--- config.mk ---
export PLATFORM = sky130hd
export DESIGN_NAME = taint_mul_top
export DESIGN_NICKNAME = d
export VERILOG_FILES = /design/src/design/taint_mul_pkg.sv /design/src/design/taint_mul_datapath.sv /design/src/design/taint_mul_controller.sv /design/src/design/taint_mul_top.sv
export VERILOG_INCLUDE_DIRS = /design/src /design/src/design
export SDC_FILE = /design/constraint.sdc
export NUM_CORES = 1
export LEC_CHECK = 0
export BUFFER_PORTS_ARGS = -buffer_cell sky130_fd_sc_hd__buf_2
export CORE_ASPECT_RATIO = 0.9
export CORE_MARGIN = 1.5
export CORE_UTILIZATION = 45
export DETAILED_ROUTE_END_ITERATION = 7
export GPL_TIMING_DRIVEN = 0
export PLACE_DENSITY = 0.77
export SYNTH_ARGS = -nofsm -noshare
export SYNTH_HDL_FRONTEND = slang
export SYNTH_SLANG_ARGS = --single-unit
--- constraint.sdc ---
create_clock -name clk -period 12.1 [get_ports clk]
set_input_delay 0 -clock clk [delete_from_list [all_inputs] [get_ports clk]]
set_output_delay 0 -clock clk [all_outputs]
set_load 0.005 [all_outputs]
--- src/design/taint_mul_defs.svh ---
// ================================================
// Taint multiplier widths
// Operand width and the widths derived from it
// ================================================

`ifndef TAINT_MUL_DEFS_SVH
`define TAINT_MUL_DEFS_SVH

// Operand width in bits
`define MUL_WIDTH 8

// Full product
`define MUL_PROD_WIDTH (2 * `MUL_WIDTH)

// Product plus one carry bit for the running sum
`define MUL_ACC_WIDTH (`MUL_PROD_WIDTH + 1)

// Bit counter has to reach MUL_WIDTH itself
`define MUL_CNT_WIDTH ($clog2(`MUL_WIDTH + 1))

`endif

--- src/design/taint_mul_pkg.sv ---
// ================================================
// Taint multiplier types
// Control strobes, operands and accumulator word
// ================================================

`include "taint_mul_defs.svh"

package taint_mul_pkg;

    // Register strobes from the controller
    // Same layout carries the strobe taint
    typedef struct packed {
        logic mdld;
        logic mrld;
        logic rsclear;
        logic rsload;
        logic rsshr;
    } mul_ctl_t;

    // Operand value with its taint word
    typedef struct packed {
        logic [`MUL_WIDTH-1:0] value;
        logic [`MUL_WIDTH-1:0] taint;
    } mul_operand_t;

    // Running sum split into carry, upper and lower halves
    typedef struct packed {
        logic                  carry;
        logic [`MUL_WIDTH-1:0] hi;
        logic [`MUL_WIDTH-1:0] lo;
    } mul_acc_parts_t;

    // Whole word for add and shift, parts for the product
    typedef union packed {
        logic [`MUL_ACC_WIDTH-1:0] full;
        mul_acc_parts_t            parts;
    } mul_acc_u;

endpackage

--- src/design/taint_mul_datapath.sv ---
// ================================================
// Taint multiplier datapath
// Shift-add registers with taint shadow registers
// ================================================

`include "taint_mul_defs.svh"

module taint_mul_datapath import taint_mul_pkg::*; (
    input  logic                  clk,
    input  logic                  rst_n,
    input  mul_operand_t          multiplicand,
    input  mul_operand_t          multiplier,
    input  mul_ctl_t              ctl,
    input  mul_ctl_t              ctl_t,
    output logic [`MUL_WIDTH-1:0] multiplier_reg,
    output logic [`MUL_WIDTH-1:0] multiplier_reg_t,
    output mul_acc_u              sum,
    output mul_acc_u              sum_t
);

    localparam logic [`MUL_CNT_WIDTH-1:0] STEPS     = `MUL_WIDTH;
    localparam logic [`MUL_CNT_WIDTH-1:0] LAST_STEP = `MUL_WIDTH - 1;

    // Multiplicand sits in the upper half of the accumulator
    logic [`MUL_ACC_WIDTH-1:0] md_reg;
    logic [`MUL_ACC_WIDTH-1:0] md_reg_t;

    // Adder result, its taint and carry into each bit
    logic [`MUL_ACC_WIDTH-1:0] add_sum;
    logic [`MUL_ACC_WIDTH-1:0] add_t;
    logic [`MUL_ACC_WIDTH-1:0] carry;

    // Shift tracking for the final carry check
    logic [`MUL_CNT_WIDTH-1:0] shr_cnt;
    logic                      chk_due;

    // ================================================
    // Adder with carry-driven taint
    // ================================================

    always_comb begin
        carry[0] = 1'b0;
        for (int i = 0; i < `MUL_ACC_WIDTH - 1; i++) begin
            carry[i+1] = (md_reg[i] & sum.full[i]) |
                         (md_reg[i] & carry[i]) |
                         (sum.full[i] & carry[i]);
        end
        add_sum = md_reg ^ sum.full ^ carry;

        // Tainted input bit that carries out taints the bit above
        add_t = md_reg_t | sum_t.full;
        for (int i = 0; i < `MUL_ACC_WIDTH - 1; i++) begin
            if (carry[i+1] && (md_reg_t[i] || sum_t.full[i])) begin
                add_t[i+1] = 1'b1;
            end
        end
    end

    // ================================================
    // Data registers
    // ================================================

    always_ff @(posedge clk) begin
        if (ctl.mdld) begin
            md_reg <= {1'b0, multiplicand.value, {`MUL_WIDTH{1'b0}}};
        end

        if (ctl.mrld) begin
            multiplier_reg <= multiplier.value;
        end

        // Strobes on the sum are exclusive by construction
        if (ctl.rsclear) begin
            sum.full <= '0;
        end else if (ctl.rsload) begin
            sum.full <= add_sum;
        end else if (ctl.rsshr) begin
            sum.full <= sum.full >> 1;
        end
    end

    // ================================================
    // Taint shadows
    // ================================================

    // A tainted strobe, high or low, leaves the target fully tainted
    always_ff @(posedge clk) begin
        if (!rst_n) begin
            md_reg_t         <= '0;
            multiplier_reg_t <= '0;
            sum_t.full       <= '0;
        end else begin
            if (ctl_t.mdld) begin
                md_reg_t <= '1;
            end else if (ctl.mdld) begin
                md_reg_t <= {1'b0, multiplicand.taint, {`MUL_WIDTH{1'b0}}};
            end

            if (ctl_t.mrld) begin
                multiplier_reg_t <= '1;
            end else if (ctl.mrld) begin
                multiplier_reg_t <= multiplier.taint;
            end

            if (ctl_t.rsclear || ctl_t.rsload || ctl_t.rsshr) begin
                sum_t.full <= '1;
            end else if (ctl.rsclear) begin
                sum_t.full <= '0;
            end else if (ctl.rsload) begin
                sum_t.full <= add_t;
            end else if (ctl.rsshr) begin
                // Zero taint enters at the top with the zero value
                sum_t.full <= sum_t.full >> 1;
            end
        end
    end

    // ================================================
    // Final carry check
    // ================================================

    // Counter parks at STEPS until a load starts an operation
    always_ff @(posedge clk) begin
        if (!rst_n) begin
            shr_cnt <= STEPS;
            chk_due <= 1'b0;
        end else begin
            chk_due <= ctl.rsshr && (shr_cnt == LAST_STEP);
            if (ctl.mdld) begin
                shr_cnt <= '0;
            end else if (ctl.rsshr && (shr_cnt != STEPS)) begin
                shr_cnt <= shr_cnt + 1'b1;
            end
        end
    end

    // Product fits in hi and lo once all shifts are done
    a_carry_clear: assert property (
        @(posedge clk) disable iff (!rst_n)
        chk_due |-> (sum.parts.carry == 1'b0)
    ) else $error("Carry bit set after the last shift");

endmodule

--- src/design/taint_mul_controller.sv ---
// ================================================
// Taint multiplier controller
// Walks multiplier bits and issues tainted strobes
// ================================================

`include "taint_mul_defs.svh"

module taint_mul_controller import taint_mul_pkg::*; (
    input  logic                  clk,
    input  logic                  rst_n,
    input  logic                  start,
    input  logic                  start_t,
    input  logic [`MUL_WIDTH-1:0] multiplier_reg,
    input  logic [`MUL_WIDTH-1:0] multiplier_reg_t,
    output mul_ctl_t              ctl,
    output mul_ctl_t              ctl_t,
    output logic                  busy,
    output logic                  done
);

    localparam logic [`MUL_CNT_WIDTH-1:0] LAST_STEP = `MUL_WIDTH - 1;

    typedef enum logic [2:0] {
        S_IDLE,
        S_LOAD,
        S_ADD,
        S_SHIFT,
        S_DONE
    } state_t;

    state_t                    state;
    state_t                    state_nxt;
    logic [`MUL_CNT_WIDTH-1:0] cnt;
    logic                      op_t;
    logic                      bit_k;
    logic                      bit_k_t;

    // Multiplier bit for the current step
    assign bit_k   = multiplier_reg[cnt[$clog2(`MUL_WIDTH)-1:0]];
    assign bit_k_t = multiplier_reg_t[cnt[$clog2(`MUL_WIDTH)-1:0]];

    // ================================================
    // State machine
    // ================================================

    // LOAD is the first cycle after the start edge, DONE the 2W+2th
    always_comb begin
        state_nxt = state;
        case (state)
            S_IDLE: begin
                if (start) begin
                    state_nxt = S_LOAD;
                end
            end
            S_LOAD:  state_nxt = S_ADD;
            S_ADD:   state_nxt = S_SHIFT;
            S_SHIFT: state_nxt = (cnt == LAST_STEP) ? S_DONE : S_ADD;
            S_DONE:  state_nxt = S_IDLE;
            default: state_nxt = S_IDLE;
        endcase
    end

    always_ff @(posedge clk) begin
        if (!rst_n) begin
            state <= S_IDLE;
            cnt   <= '0;
            op_t  <= 1'b0;
        end else begin
            state <= state_nxt;

            // Operation taint is fixed by the start that opened it
            if (state == S_IDLE && start) begin
                op_t <= start_t;
            end

            // Step counter ends at MUL_WIDTH on entering DONE
            if (state == S_LOAD) begin
                cnt <= '0;
            end else if (state == S_SHIFT) begin
                cnt <= cnt + 1'b1;
            end
        end
    end

    // ================================================
    // Strobes and their taint
    // ================================================

    always_comb begin
        ctl   = '0;
        ctl_t = '0;
        case (state)
            S_LOAD: begin
                ctl.mdld      = 1'b1;
                ctl.mrld      = 1'b1;
                ctl.rsclear   = 1'b1;
                ctl_t.mdld    = op_t;
                ctl_t.mrld    = op_t;
                ctl_t.rsclear = op_t;
            end
            S_ADD: begin
                // Add decision follows the multiplier bit, so does its taint
                ctl.rsload   = bit_k;
                ctl_t.rsload = bit_k_t | op_t;
            end
            S_SHIFT: begin
                ctl.rsshr   = 1'b1;
                ctl_t.rsshr = op_t;
            end
            default: ;
        endcase
    end

    assign busy = (state != S_IDLE);
    assign done = (state == S_DONE);

    // ================================================
    // Assertions
    // ================================================

    a_add_shift_excl: assert property (
        @(posedge clk) disable iff (!rst_n)
        !(ctl.rsload && ctl.rsshr)
    ) else $error("Add and shift strobes high together");

    a_cnt_range: assert property (
        @(posedge clk) disable iff (!rst_n)
        cnt <= `MUL_WIDTH
    ) else $error("Step counter past the operand width");

    a_done_pulse: assert property (
        @(posedge clk) disable iff (!rst_n)
        done |=> !done
    ) else $error("Done held longer than one cycle");

endmodule

--- src/design/taint_mul_top.sv ---
// ================================================
// Taint-tracking shift-add multiplier
// Controller and datapath with product outputs
// ================================================

`include "taint_mul_defs.svh"

module taint_mul_top import taint_mul_pkg::*; (
    input  logic                       clk,
    input  logic                       rst_n,
    input  logic                       start,
    input  logic                       start_t,
    input  mul_operand_t               multiplicand,
    input  mul_operand_t               multiplier,
    output logic [`MUL_PROD_WIDTH-1:0] product,
    output logic [`MUL_PROD_WIDTH-1:0] product_t,
    output logic                       busy,
    output logic                       done
);

    mul_ctl_t              ctl;
    mul_ctl_t              ctl_t;
    logic [`MUL_WIDTH-1:0] multiplier_reg;
    logic [`MUL_WIDTH-1:0] multiplier_reg_t;
    mul_acc_u              sum;
    mul_acc_u              sum_t;

    taint_mul_controller i_taint_mul_controller (
        .clk              (clk),
        .rst_n            (rst_n),
        .start            (start),
        .start_t          (start_t),
        .multiplier_reg   (multiplier_reg),
        .multiplier_reg_t (multiplier_reg_t),
        .ctl              (ctl),
        .ctl_t            (ctl_t),
        .busy             (busy),
        .done             (done)
    );

    taint_mul_datapath i_taint_mul_datapath (
        .clk              (clk),
        .rst_n            (rst_n),
        .multiplicand     (multiplicand),
        .multiplier       (multiplier),
        .ctl              (ctl),
        .ctl_t            (ctl_t),
        .multiplier_reg   (multiplier_reg),
        .multiplier_reg_t (multiplier_reg_t),
        .sum              (sum),
        .sum_t            (sum_t)
    );

    // Product drops the carry bit of the running sum
    assign product   = {sum.parts.hi, sum.parts.lo};
    assign product_t = {sum_t.parts.hi, sum_t.parts.lo};

endmodule

==> flow_metrics.tcl <==
set metrics [dict create \
    antenna_found_initial 0 \
    switching_share 0.261 \
    synth_cells 410 \
    cts_num_sinks 75 \
    synthArstFlopShare 0 \
    hold_path_class "in2reg" \
    p_int_uw 509 \
    worst_skew_pair.late_latency_ps 350 \
    rrSetupSlack_ps 7740 \
    syn_area_per_cell_um2 9.26 \
    post-cts-setup-buffers 0 \
    tightestPinTransition_ps 1290 \
    ys_ff_latch 75 \
    cts-root-buf "clkbuf_8" \
    finalMaxSlewViolations 0 \
    grt_max_degree 26 \
    routedWlPerCell_um 15.8 \
    detailedPlacementHpwl_um 6790 \
    combPwrFrac 0.195 \
    dr_total_vias 3524 \
    ant_nets 0 \
    power_frac_seq 0.433 \
    drc_errors 0 \
    wl_um 9920 \
    max-slew-margin-rel 0.143 \
    reg_top3 "i_taint_mul_datapath.sum (17), i_taint_mul_datapath.sum_t (17), i_taint_mul_datapath.md_reg_t (9)" \
    die_x_um 99.8 \
    critPathLaunchType "flop" \
    synth-edff-count 16 \
    multi_input_area_mm2 0.00172 \
    power_frac_clock 0.372 \
    path_clk_slew_ps 80 \
    status "finished clean" \
    setup_violations 0 \
    mostFrequentLayoutCells "buf_2, dfxtp_1, o21ai_0, a21oi_1, nand2_1" \
    antenna_cells 0 \
    syn_area_mm2 0.00379 \
    yosysSeqAreaShare 0.438 \
    layout_min_cycle_time_ps 4360 \
    hp-start "multiplicand[3]" \
    grt_overflow_total 0 \
    reg2reg_depth 12 \
    die_y_um 90.1 \
    synth_area_leader_cell "dfxtp_1" \
    cts_resized 0 \
    max-cap-violations 0 \
    grt_pass1_wl_um 15900 \
    crit_type "reg2reg" \
    grt_pass1_vias 3271 \
    rsz0062_at_grt "no" \
    vias_per_cell 5.61 \
    crit_required_ps 12330 \
    cts_tree "done" \
    finClkSkew_ps 12.7 \
    yosys_warnings 0 \
    rows 31 \
    final_net_count 569 \
    min_path_cells 3 \
    coreArea_mm2 0.00811 \
    finalHoldViolCount 0 \
    cp_cell_sequence "ha_1, fa_1, fa_1, fa_1, fa_1, fa_1, fa_1, fa_1, o21ai_0, a21oi_1, nand3_1, o2111ai_1" \
    dr.pass1.iters 5 \
    layout_commonest_cell "buf_2" \
    cp-end-kind "flop" \
    crit_arrival_ps 4590 \
    netlist_top_cells_area "dfxtp_1, edfxtp_1, buf_4" \
    cellLeakagePower_uw 0.00207 \
    power.total_uw 689 \
    synthFlopType "dfxtp_1" \
    hold_end "i_taint_mul_datapath.md_reg_t[11]" \
    cpPeakStageDelay_ps 470 \
    initialDrtViolationCount 365 \
    crit_start "i_taint_mul_datapath.md_reg[8]" \
    critPathSlowestCell "fa_1" \
    numPortBuffers 69 \
    cts_made_buffers 9 \
    postSynthNetCount 455 \
    synth_top_area_share 0.311 \
    holdBufCountCts 34 \
    die_area_mm2 0.00899 \
    switching_power_uw 180 \
    dp.cells 578 \
    pin_count 70 \
    crit_path_frequent_cell "fa_1" \
    start_util 0.468 \
    ir_worst_vdd_uv 72.3 \
    area_growth_pct 28.4 \
    min_period_over_period 0.360 \
    fmaxAchievable_mhz 229 \
    ff_latch_area_mm2 0.00166 \
    fin_cells 628 \
    clk_path_buf_depth 2 \
    fill_cells 692 \
    power.density_mw_per_mm2 142 \
    htree_levels 3 \
    path_max_fanout 2 \
    r2r_end "i_taint_mul_datapath.sum_t[16]" \
    rr_startpoint "i_taint_mul_datapath.md_reg[8]" \
    drive_gt1_frac 0.270 \
    gp_congestion 0.868 \
    grt_usage 0.223 \
    tns_ps 0 \
    yosysUniqueCellTypes 49 \
]
## Yosys cell counts, types with 2 or more instances
master,number
a21boi_0,4
a21oi_1,44
a311oi_1,5
and3_1,6
buf_1,2
buf_2,4
buf_4,34
buf_6,3
clkbuf_1,19
dfxtp_1,59
edfxtp_1,16
fa_1,7
ha_1,2
inv_1,4
mux2_2,6
mux2i_1,9
nand2_1,41
nand3_1,33
nor2_1,18
nor2b_1,5
o211ai_1,8
o21ai_0,45
o311ai_2,6
o31ai_1,5
## per-stage QoR
step / cell area, um^2 / hold slack (ps) / util / setup slack, ps
floorplan: 3790 / 98.9 / - / 8080
CTS: 4870 / 20.4 / 0.601 / 7730
finish: 4870 / 35.7 / 0.601 / 7740
detailed placement: 4260 / 178 / 0.526 / 7750
global placement: 4260 / 177 / 0.526 / 7730
global route: 4870 / 61.0 / 0.601 / 7560
## metal layers
layer,global-route usage,vias up,routed length [um]
met5,0,-,0
met2,0.342,148,4530
met3,0.0257,19,742
met4,0.0869,0,183
li1,-,1687,-
met1,0.321,1670,4470
## critical path: cells and delay by family, from the launching register on
family	cells	cell delay, ps
AOI/OAI and AO/OA	3	320
adders and majority gates	8	3460
and+or+nand+nor	1	90
DFF	1	370
## power groups by stage
stage	sequential, uW	clock (uW)	combinational, uW
floorplan	298	0	85.5
global placement	304	0	121
detailed placement	304	0	126
CTS	298	257	134
global route	301	269	150
finish	298	256	135
## final cells by class
class	instances	area share
Timing Repair Buffer	103	0.141
Clock buffer	11	0.0290
Multi-Input combinational cell	267	0.353
Clock inverter	5	0.0257
Tap cell	99	0.0254
Inverter	5	0.00385
Buffer	63	0.0807
Sequential cell	75	0.341
## how the worst max path moves through the flow
| stage | to | slack, ps |
|---|---|---|
| 2_1_floorplan | i_taint_mul_datapath.sum_t[16] | 8080 |
| 3_3_place_gp | i_taint_mul_datapath.sum_t[16] | 7730 |
| 3_5_place_dp | i_taint_mul_datapath.sum_t[16] | 7750 |
| 4_1_cts | i_taint_mul_datapath.sum_t[16] | 7730 |
| 5_1_grt | i_taint_mul_datapath.sum_t[16] | 7560 |
| 6_report | i_taint_mul_datapath.sum_t[16] | 7740 |
## logic make-up (layout without fill, tap and decap cells)
family | count (synthesis) | in the layout | synth area share
fa+ha+maj | 9 | 9 | 0.0435
simple gates | 112 | 112 | 0.136
buf+inv | 68 | 187 | 0.108
flops | 75 | 75 | 0.438
mux | 16 | 16 | 0.0475
compound gates | 130 | 130 | 0.227
Note: power is estimated with default switching activity, not from simulation.
